===== src/design/srb_settings.svh =====
/*
 * build-time constants for the settings and readback controller
 * include wherever FIFO depth, peripheral count or readback size is needed
 */

`ifndef SRB_SETTINGS_SVH
`define SRB_SETTINGS_SVH

// log2 of the entry count in each FIFO
`define SRB_FIFO_DEPTH_LOG2 2

// number of peripheral ready lines checked against the command mask
`define SRB_NUM_PERFS 4

// destination field placed in the reply protocol header
`define SRB_PROT_DEST 2'd0

// number of 32-bit readback words on the mux
`define SRB_NUM_READBACK 16

`endif


===== src/design/srb_pkg.sv =====
/*
 * shared types for the settings and readback controller
 * referenced by scoped name from the design and the testbench
 */

package srb_pkg;

    // one 36-bit beat of the command or reply stream
    typedef struct packed {
        logic [1:0]  spare;
        logic        eof;
        logic        sop;
        logic [31:0] data;
    } stream_beat_t;

    // command header as seen by a poke
    typedef struct packed {
        logic [11:0] spare_hi;
        logic [3:0]  seq;
        logic [1:0]  spare_mid;
        logic [3:0]  mask;
        logic        spare_lo;
        logic        poke;
        logic [7:0]  addr;
    } cmd_hdr_poke_t;

    // command header as seen by the readback select
    typedef struct packed {
        logic [11:0] spare_hi;
        logic [3:0]  seq;
        logic [1:0]  spare_mid;
        logic [3:0]  mask;
        logic [5:0]  spare_lo;
        logic [3:0]  select;
    } cmd_hdr_peek_t;

    // same header word, decoded either way
    typedef union packed {
        cmd_hdr_poke_t poke;
        cmd_hdr_peek_t peek;
    } cmd_hdr_u;

    // command FIFO entry, 129 bits
    typedef struct packed {
        logic [63:0] ticks;
        cmd_hdr_u    hdr;
        logic [31:0] data;
        logic        has_time;
    } command_t;

    // result FIFO entry, 64 bits
    typedef struct packed {
        cmd_hdr_u    hdr;
        logic [31:0] data;
    } result_t;

endpackage


===== src/design/srb_fifo.sv =====
/*
 * synchronous first-word-fall-through FIFO on a register array
 * read_data shows the head entry whenever empty is low
 */

`timescale 1ns/100ps

module srb_fifo #(
    parameter int WIDTH      = 32,
    parameter int DEPTH_LOG2 = 2
) (
    input  logic             clock,
    input  logic             reset,
    input  logic             write,
    input  logic [WIDTH-1:0] write_data,
    output logic             full,
    input  logic             read,
    output logic [WIDTH-1:0] read_data,
    output logic             empty
);

    localparam int DEPTH = 1 << DEPTH_LOG2;

    // storage has no reset, only the pointers and count do
    logic [WIDTH-1:0]      mem [DEPTH];
    logic [DEPTH_LOG2-1:0] wr_ptr;
    logic [DEPTH_LOG2-1:0] rd_ptr;
    logic [DEPTH_LOG2:0]   count;

    assign full      = (count == DEPTH[DEPTH_LOG2:0]);
    assign empty     = (count == '0);
    assign read_data = mem[rd_ptr];

    always_ff @(posedge clock) begin
        if (write) begin
            mem[wr_ptr] <= write_data;
        end
    end

    // pointers wrap naturally at the power-of-two depth
    always_ff @(posedge clock) begin
        if (reset) begin
            wr_ptr <= '0;
            rd_ptr <= '0;
            count  <= '0;
        end else begin
            if (write) begin
                wr_ptr <= wr_ptr + 1'b1;
            end
            if (read) begin
                rd_ptr <= rd_ptr + 1'b1;
            end
            // simultaneous read and write leaves the count alone
            if (write && !read) begin
                count <= count + 1'b1;
            end else if (read && !write) begin
                count <= count - 1'b1;
            end
        end
    end

endmodule


===== src/design/srb_packet_parser.sv =====
/*
 * walks each incoming command packet and writes one command FIFO entry
 * optional stream header fields are skipped, fractional time becomes the ticks
 */

`timescale 1ns/100ps

module srb_packet_parser (
    input  logic                  clock,
    input  logic                  reset,
    input  srb_pkg::stream_beat_t in_beat,
    input  logic                  in_valid,
    output logic                  in_ready,
    output logic                  cmd_write,
    output srb_pkg::command_t     cmd_word,
    input  logic                  cmd_full
);

    typedef enum logic [3:0] {
        PROT_HDR, STREAM_HDR, SID, CID0, CID1, TSI, TSF0, TSF1,
        CMD_HDR, CMD_DATA, WAIT_EOF, STORE
    } state_t;

    state_t            state;
    logic              take;
    logic              cid_reg;
    logic              tsi_reg;
    logic              tsf_reg;
    logic [63:0]       ticks_reg;
    srb_pkg::cmd_hdr_u hdr_reg;
    logic [31:0]       data_reg;

    // first optional field still to come, else the command header
    function automatic state_t next_field(input logic cid, input logic tsi, input logic tsf);
        state_t field;
        if (cid) field = CID0;
        else if (tsi) field = TSI;
        else if (tsf) field = TSF0;
        else field = CMD_HDR;
        return field;
    endfunction

    assign in_ready  = (state != STORE);
    assign take      = in_valid && in_ready;
    assign cmd_write = (state == STORE) && !cmd_full;

    // has_time follows the fractional time flag only
    assign cmd_word.ticks    = ticks_reg;
    assign cmd_word.hdr      = hdr_reg;
    assign cmd_word.data     = data_reg;
    assign cmd_word.has_time = tsf_reg;

    // ------------------------------------------------------------------------
    // packet walk
    // ------------------------------------------------------------------------
    always_ff @(posedge clock) begin
        if (reset) begin
            state <= PROT_HDR;
        end else begin
            case (state)
                // protocol header is taken as-is
                PROT_HDR: if (take) state <= STREAM_HDR;
                STREAM_HDR: begin
                    if (take) begin
                        if (in_beat.data[28]) state <= SID;
                        else state <= next_field(in_beat.data[27],
                                                 in_beat.data[23:22] != 2'b00,
                                                 in_beat.data[21:20] != 2'b00);
                    end
                end
                SID: if (take) state <= next_field(cid_reg, tsi_reg, tsf_reg);
                CID0: if (take) state <= CID1;
                CID1: if (take) state <= next_field(1'b0, tsi_reg, tsf_reg);
                TSI: if (take) state <= next_field(1'b0, 1'b0, tsf_reg);
                TSF0: if (take) state <= TSF1;
                TSF1: if (take) state <= CMD_HDR;
                CMD_HDR: if (take) state <= CMD_DATA;
                CMD_DATA: if (take) state <= in_beat.eof ? STORE : WAIT_EOF;
                // trailing beats up to eof are dropped
                WAIT_EOF: if (take && in_beat.eof) state <= STORE;
                STORE: if (!cmd_full) state <= PROT_HDR;
                default: state <= PROT_HDR;
            endcase
        end
    end

    // captured fields of the packet in flight
    always_ff @(posedge clock) begin
        if (take) begin
            case (state)
                STREAM_HDR: begin
                    cid_reg <= in_beat.data[27];
                    tsi_reg <= in_beat.data[23:22] != 2'b00;
                    tsf_reg <= in_beat.data[21:20] != 2'b00;
                end
                // upper half of the ticks first
                TSF0: ticks_reg[63:32] <= in_beat.data;
                TSF1: ticks_reg[31:0] <= in_beat.data;
                CMD_HDR: hdr_reg <= in_beat.data;
                CMD_DATA: data_reg <= in_beat.data;
                default: ;
            endcase
        end
    end

endmodule


===== src/design/srb_command_executor.sv =====
/*
 * takes commands from the command FIFO one at a time and acts when allowed
 * pokes strobe the settings bus, every command samples one readback word
 */

`timescale 1ns/100ps
`include "srb_settings.svh"

module srb_command_executor (
    input  logic                          clock,
    input  logic                          reset,
    input  srb_pkg::command_t             cmd_word,
    input  logic                          cmd_empty,
    output logic                          cmd_read,
    output srb_pkg::result_t              res_word,
    input  logic                          res_full,
    output logic                          res_write,
    input  logic [63:0]                   vita_time,
    input  logic [`SRB_NUM_PERFS-1:0]     perfs_ready,
    input  logic [31:0]                   readback [`SRB_NUM_READBACK],
    output logic                          strobe,
    output logic [7:0]                    addr,
    output logic [31:0]                   data
);

    typedef enum logic {LOAD, EVENT} state_t;

    state_t                    state;
    srb_pkg::cmd_hdr_u         hdr_reg;
    logic [63:0]               ticks_reg;
    logic [31:0]               data_reg;
    logic                      has_time_reg;
    logic [31:0]               rb_data;
    logic [`SRB_NUM_PERFS-1:0] perfs_mask;
    logic                      perfs_ok;
    logic                      time_ok;
    logic                      action;

    // every masked peripheral must be ready
    assign perfs_mask = hdr_reg.poke.mask[`SRB_NUM_PERFS-1:0];
    assign perfs_ok   = (perfs_ready & perfs_mask) == perfs_mask;
    // untimed commands go at once, timed ones wait for the system time
    assign time_ok    = !has_time_reg || (vita_time >= ticks_reg);
    assign action     = (state == EVENT) && !res_full && perfs_ok && time_ok;

    // the pop and the result push happen together
    assign cmd_read      = action;
    assign res_write     = action;
    assign res_word.hdr  = hdr_reg;
    assign res_word.data = rb_data;

    assign addr = hdr_reg.poke.addr;
    assign data = data_reg;

    always_ff @(posedge clock) begin
        if (reset) begin
            state <= LOAD;
        end else begin
            case (state)
                LOAD: if (!cmd_empty) state <= EVENT;
                EVENT: if (action) state <= LOAD;
                default: state <= LOAD;
            endcase
        end
    end

    // ------------------------------------------------------------------------
    // head capture and readback sample, both in the load cycle
    // ------------------------------------------------------------------------
    always_ff @(posedge clock) begin
        if (state == LOAD && !cmd_empty) begin
            ticks_reg    <= cmd_word.ticks;
            hdr_reg      <= cmd_word.hdr;
            data_reg     <= cmd_word.data;
            has_time_reg <= cmd_word.has_time;
            rb_data      <= readback[cmd_word.hdr.peek.select];
        end
    end

    // one-cycle strobe the cycle after a poke acts
    always_ff @(posedge clock) begin
        if (reset) begin
            strobe <= 1'b0;
        end else begin
            strobe <= action && hdr_reg.poke.poke;
        end
    end

endmodule


===== src/design/srb_reply_framer.sv =====
/*
 * turns each result FIFO entry into a four-beat reply packet
 * beats advance only on an output transfer, the entry pops on the last one
 */

`timescale 1ns/100ps
`include "srb_settings.svh"

module srb_reply_framer (
    input  logic                  clock,
    input  logic                  reset,
    input  srb_pkg::result_t      res_word,
    input  logic                  res_empty,
    output logic                  res_read,
    output srb_pkg::stream_beat_t out_beat,
    output logic                  out_valid,
    input  logic                  out_ready
);

    typedef enum logic [1:0] {PROT_HDR, STREAM_HDR, CMD_HDR, RB_DATA} state_t;

    state_t state;
    logic   sent;

    assign out_valid = !res_empty;
    assign sent      = out_valid && out_ready;
    assign res_read  = sent && (state == RB_DATA);

    // counter wraps from the data beat back to the protocol header
    always_ff @(posedge clock) begin
        if (reset) begin
            state <= PROT_HDR;
        end else if (sent) begin
            state <= state_t'(state + 2'd1);
        end
    end

    // ------------------------------------------------------------------------
    // beat contents, held while the sink stalls
    // ------------------------------------------------------------------------
    always_comb begin
        out_beat.spare = 2'b00;
        out_beat.sop   = (state == PROT_HDR);
        out_beat.eof   = (state == RB_DATA);
        case (state)
            // 12 bytes follow, framed, to the reply destination
            PROT_HDR: out_beat.data = {13'd0, `SRB_PROT_DEST, 1'b1, 16'd12};
            // stream header carries the sequence tag and a length of 3
            STREAM_HDR: out_beat.data = {12'h400, res_word.hdr.poke.seq, 16'd3};
            CMD_HDR: out_beat.data = res_word.hdr;
            default: out_beat.data = res_word.data;
        endcase
    end

endmodule


===== src/design/settings_readback_ctrl.sv =====
/*
 * packet-driven settings bus and readback controller, top level
 * parser -> command FIFO -> executor -> result FIFO -> reply framer
 */

`timescale 1ns/100ps
`include "srb_settings.svh"

module settings_readback_ctrl (
    input  logic                      clock,
    input  logic                      reset,
    input  logic [63:0]               vita_time,
    input  logic [`SRB_NUM_PERFS-1:0] perfs_ready,
    input  srb_pkg::stream_beat_t     in_beat,
    input  logic                      in_valid,
    output logic                      in_ready,
    output srb_pkg::stream_beat_t     out_beat,
    output logic                      out_valid,
    input  logic                      out_ready,
    output logic                      strobe,
    output logic [7:0]                addr,
    output logic [31:0]               data,
    input  logic [31:0]               readback [`SRB_NUM_READBACK]
);

    // command path
    srb_pkg::command_t cmd_in;
    srb_pkg::command_t cmd_head;
    logic              cmd_write;
    logic              cmd_read;
    logic              cmd_full;
    logic              cmd_empty;

    // result path
    srb_pkg::result_t res_in;
    srb_pkg::result_t res_head;
    logic             res_write;
    logic             res_read;
    logic             res_full;
    logic             res_empty;

    srb_packet_parser parser (
        .clock, .reset, .in_beat, .in_valid, .in_ready,
        .cmd_write(cmd_write), .cmd_word(cmd_in), .cmd_full(cmd_full)
    );

    srb_fifo #(.WIDTH($bits(srb_pkg::command_t)), .DEPTH_LOG2(`SRB_FIFO_DEPTH_LOG2))
    command_fifo (
        .clock, .reset, .write(cmd_write), .write_data(cmd_in), .full(cmd_full),
        .read(cmd_read), .read_data(cmd_head), .empty(cmd_empty)
    );

    srb_command_executor executor (
        .clock, .reset,
        .cmd_word(cmd_head), .cmd_empty(cmd_empty), .cmd_read(cmd_read),
        .res_word(res_in), .res_full(res_full), .res_write(res_write),
        .vita_time, .perfs_ready, .readback, .strobe, .addr, .data
    );

    srb_fifo #(.WIDTH($bits(srb_pkg::result_t)), .DEPTH_LOG2(`SRB_FIFO_DEPTH_LOG2))
    result_fifo (
        .clock, .reset, .write(res_write), .write_data(res_in), .full(res_full),
        .read(res_read), .read_data(res_head), .empty(res_empty)
    );

    srb_reply_framer framer (
        .clock, .reset,
        .res_word(res_head), .res_empty(res_empty), .res_read(res_read),
        .out_beat, .out_valid, .out_ready
    );

endmodule


===== config.mk =====
export PLATFORM = sky130hd
export DESIGN_NAME = settings_readback_ctrl
export DESIGN_NICKNAME = d
export VERILOG_FILES = /design/src/design/srb_pkg.sv /design/src/design/srb_fifo.sv /design/src/design/srb_packet_parser.sv /design/src/design/srb_command_executor.sv /design/src/design/srb_reply_framer.sv /design/src/design/settings_readback_ctrl.sv
export VERILOG_INCLUDE_DIRS = /design/src /design/src/design
export SDC_FILE = /design/constraint.sdc
export NUM_CORES = 1
export LEC_CHECK = 0
export BUFFER_PORTS_ARGS = -buffer_cell sky130_fd_sc_hd__buf_2
export CORE_MARGIN = 2
export CORE_UTILIZATION = 45
export CTS_BUF_LIST = sky130_fd_sc_hd__clkbuf_8
export DETAILED_ROUTE_END_ITERATION = 10
export GPL_TIMING_DRIVEN = 0
export PLACE_DENSITY = 0.68
export SETUP_SLACK_MARGIN = 0.1
export SLEW_MARGIN = 20
export SYNTH_ARGS = -nofsm -noshare
export SYNTH_HDL_FRONTEND = slang
export SYNTH_SLANG_ARGS = --single-unit

===== constraint.sdc =====
create_clock -name clock -period 7.8 [get_ports clock]
set_input_delay 1.56 -clock clock [delete_from_list [all_inputs] [get_ports clock]]
set_output_delay 1.56 -clock clock [all_outputs]
set_load 0.02 [all_outputs]

==> run summary <==
Peak VDD IR -> 0.000165 V
CP required -> 6240 ps
Post-Syn Area per Cell -> 22.1 µm²
number of flip-flops in the largest register -> 516
IO buf count -> 692
clk_skew -> 52.7 ps
Root Driver -> clkbuf_8
Fill cells -> 7440
Hold Crit Class -> reg2reg
M1 WL -> 53800 µm
number of synthesized flops with an enable pin -> 1064
core area -> 96700 µm²
hold slack -> 464 ps
die span in x -> 316 µm
Placed Area -> 49800 µm²
CTS Buf Count -> 168
initial antenna violation count -> 61
clk buf depth -> 3
HPWL after detailed placement -> 105000 µm
Slew Viols, Final -> 0
number of global-route vias before repair -> 25600
unrepaired setup endpoints after global routing -> false
Vias -> 25100
layout net count -> 3590
biggest regs -> command_fifo.mem: 516 flops, result_fifo.mem: 256 flops
PD cells -> 210 nW/µm²
Max FO, Critical Path -> 10
met2 wire len -> 63800 µm
I/O pin count -> 699
Post-DRT Antenna Nets -> 0
Die H -> 316 µm
largest net degree at the start of global routing -> 43
Post-Route WL -> 139000 µm
clock latency on the worst-skew pair -> 820 ps
Fin. Hold Viols -> 0
sequential fraction of the synthesis area -> 73.9%
clock sinks -> 1090
critical path endpoint category -> output pin
detailed router's first-iteration violation count -> 2921
die footprint -> 100000 µm²
H-tree levels -> 4
Site Rows -> 114
Yosys cell types -> 57
GRT Util Overall -> 27.6%
ratio of cells with drive above 1 in the final layout -> 44.4%
vias per cell -> 5.80
Mapped Area -> 43900 µm²
Worst-path clk slew -> 60 ps
TritonCTS clock tree -> yes
Max-cap violations -> 0
Initial Utilization -> 45.4%
Syn-to-layout area delta -> 20.4%
grt total ovfl -> 0
setup ws final -> 2590 ps
crit path kind -> reg2out
period utilisation layout -> 66.8%
GP Congestion -> 0.963
Largest Register -> command_fifo.mem
share of synthesized registers carrying an async set or reset -> 0%
Final min period -> 5210 ps
Post-Synthesis Cells -> 1988
CP Data Arrival Time -> 3650 ps
setup TNS -> 0 ps
FF+latch count, synth -> 1090
Final Power -> 11.1 mW
Max Clk Rate -> 192 MHz
Top Metal Used -> met5
dominant synthesized flop cell -> edfxtp_1
Setup Buffers After CTS -> 0
Slew HR -> 22.5%
Slew @ Worst Pin -> 1160 ps
# resized after CTS -> 0
first-pass GRT wire length -> 189000 µm
cts hold-fix bufs -> 0
DRC viols -> 0
Leakage -> 18.5 nW
CP startpoint kind -> flop
Final setup viols -> 0
drt pass-1 iters -> 7
DR WL/cell -> 32.2 µm
YS warnings -> 0
WL met3 -> 16300 µm
final instance area -> 52900 µm²
pre-CTS setup slack -> 1940 ps
status -> complete, no violations
[metrics by stage]
stage | cells | utilization, %
after floorplan | 1989 | -
after global placement | 3957 | 50.7
after detailed placement | 3996 | 51.4
after CTS | 4293 | 54.6
after global routing | 4302 | 54.6
final | 4331 | 54.7
[power by group]
part | leakage, nW | internal [mW] | switching, mW | total [mW]
Combinational | 6.91 | 0.196 | 0.218 | 0.415
Clock | 1.78 | 2.16 | 2.16 | 4.32
Sequential | 9.77 | 6.35 | 0.00231 | 6.35
[cell usage after synthesis (all sizes together), types with 2 or more instances]
| cell type | instances | area, µm² |
|---|---|---|
| edfxtp | 1064 | 32000 |
| mux4 | 353 | 7950 |
| inv | 86 | 323 |
| ha | 78 | 976 |
| buf | 56 | 314 |
| clkbuf | 49 | 184 |
| a21oi | 44 | 220 |
| nor2 | 33 | 124 |
| a22o | 26 | 228 |
| dfxtp | 26 | 521 |
| nand2 | 26 | 97.6 |
| o21ai | 23 | 115 |
| nand4 | 15 | 93.8 |
| nor3 | 10 | 50.1 |
| and2 | 9 | 56.3 |
| nand3 | 9 | 45.0 |
| mux2i | 7 | 70.1 |
| nor2b | 7 | 43.8 |
| xor2 | 7 | 61.3 |
| nor4 | 6 | 37.5 |
| nand2b | 5 | 31.3 |
| o211ai | 5 | 37.5 |
| a21o | 4 | 30.0 |
| mux2 | 4 | 45.0 |
| or3 | 3 | 18.8 |
| a2111o | 2 | 22.5 |
| a22oi | 2 | 15.0 |
| a31oi | 2 | 12.5 |
| fa | 2 | 40.0 |
| o221ai | 2 | 17.5 |
| or2 | 2 | 12.5 |
| or4 | 2 | 15.0 |
| xnor2 | 2 | 17.5 |
[final cells by class]
class / count / area, µm² / area share (%)
Clock inverter: 124 / 637 / 1.20
Antenna cell: 38 / 95.1 / 0.180
Clock buffer: 173 / 2380 / 4.50
Inverter: 86 / 323 / 0.611
Timing Repair Buffer: 731 / 4180 / 7.90
Tap cell: 1276 / 1600 / 3.02
Multi-Input combinational cell: 708 / 10700 / 20.2
Buffer: 105 / 498 / 0.942
Sequential cell: 1090 / 32500 / 61.4
[critical path, cell delays in order (launching register included)]
cell,delay (ps)
dfxtp_1,310
clkbuf_1,610
clkbuf_1,790
mux4_2,620
a22o_1,310
buf_2,190
[cells by family (layout without fill, tap and decap cells)]
logic type	Yosys count	in the layout	share of synthesized area (%)
DFF	1090	1090	73.9
adders and majority gates	80	80	2.31
and+or+nand+nor	130	130	1.48
muxes	364	364	18.4
xor gates and xnor gates	9	9	0.179
other	1	40	0.00854
AOI/OAI and AO/OA	123	123	1.86
buffers and inverters	191	1219	1.87
[per-layer routing]
layer / vias to the layer above / GRT usage [%]
li1: 10300 / -
met1: 13000 / 37.0
met2: 1483 / 41.0
met3: 261 / 10.6
met4: 42 / 10.3
met5: - / 1.04
[final timing paths]
| check | startpoint | to | slack, ps | cells after the start |
|---|---|---|---|---|
| max reg2reg | executor.ticks_reg[14]$_DFFE_PP_ | command_fifo.count[2]$_SDFFE_PP0P_ | 3380 | 16 |
| min | parser.hdr_reg[23]$_DFFE_PP_ | command_fifo.mem[1][56]$_DFFE_PP_ | 460 | 0 |
| min reg2reg | parser.hdr_reg[23]$_DFFE_PP_ | command_fifo.mem[1][56]$_DFFE_PP_ | 460 | 0 |
| max | flop | out_beat[11] | 2590 | 5 |
[placed cells by master, fill, tap and decap left out, types with 38 or more instances in the layout]
cell type and n:
a21oi_1 44, buf_2 706, clkbuf_1 49, clkbuf_8 173, diode_2 38, edfxtp_1 1064, ha_1 78, inv_1 146
mux4_2 353
Power figures use the tool's default switching activity.
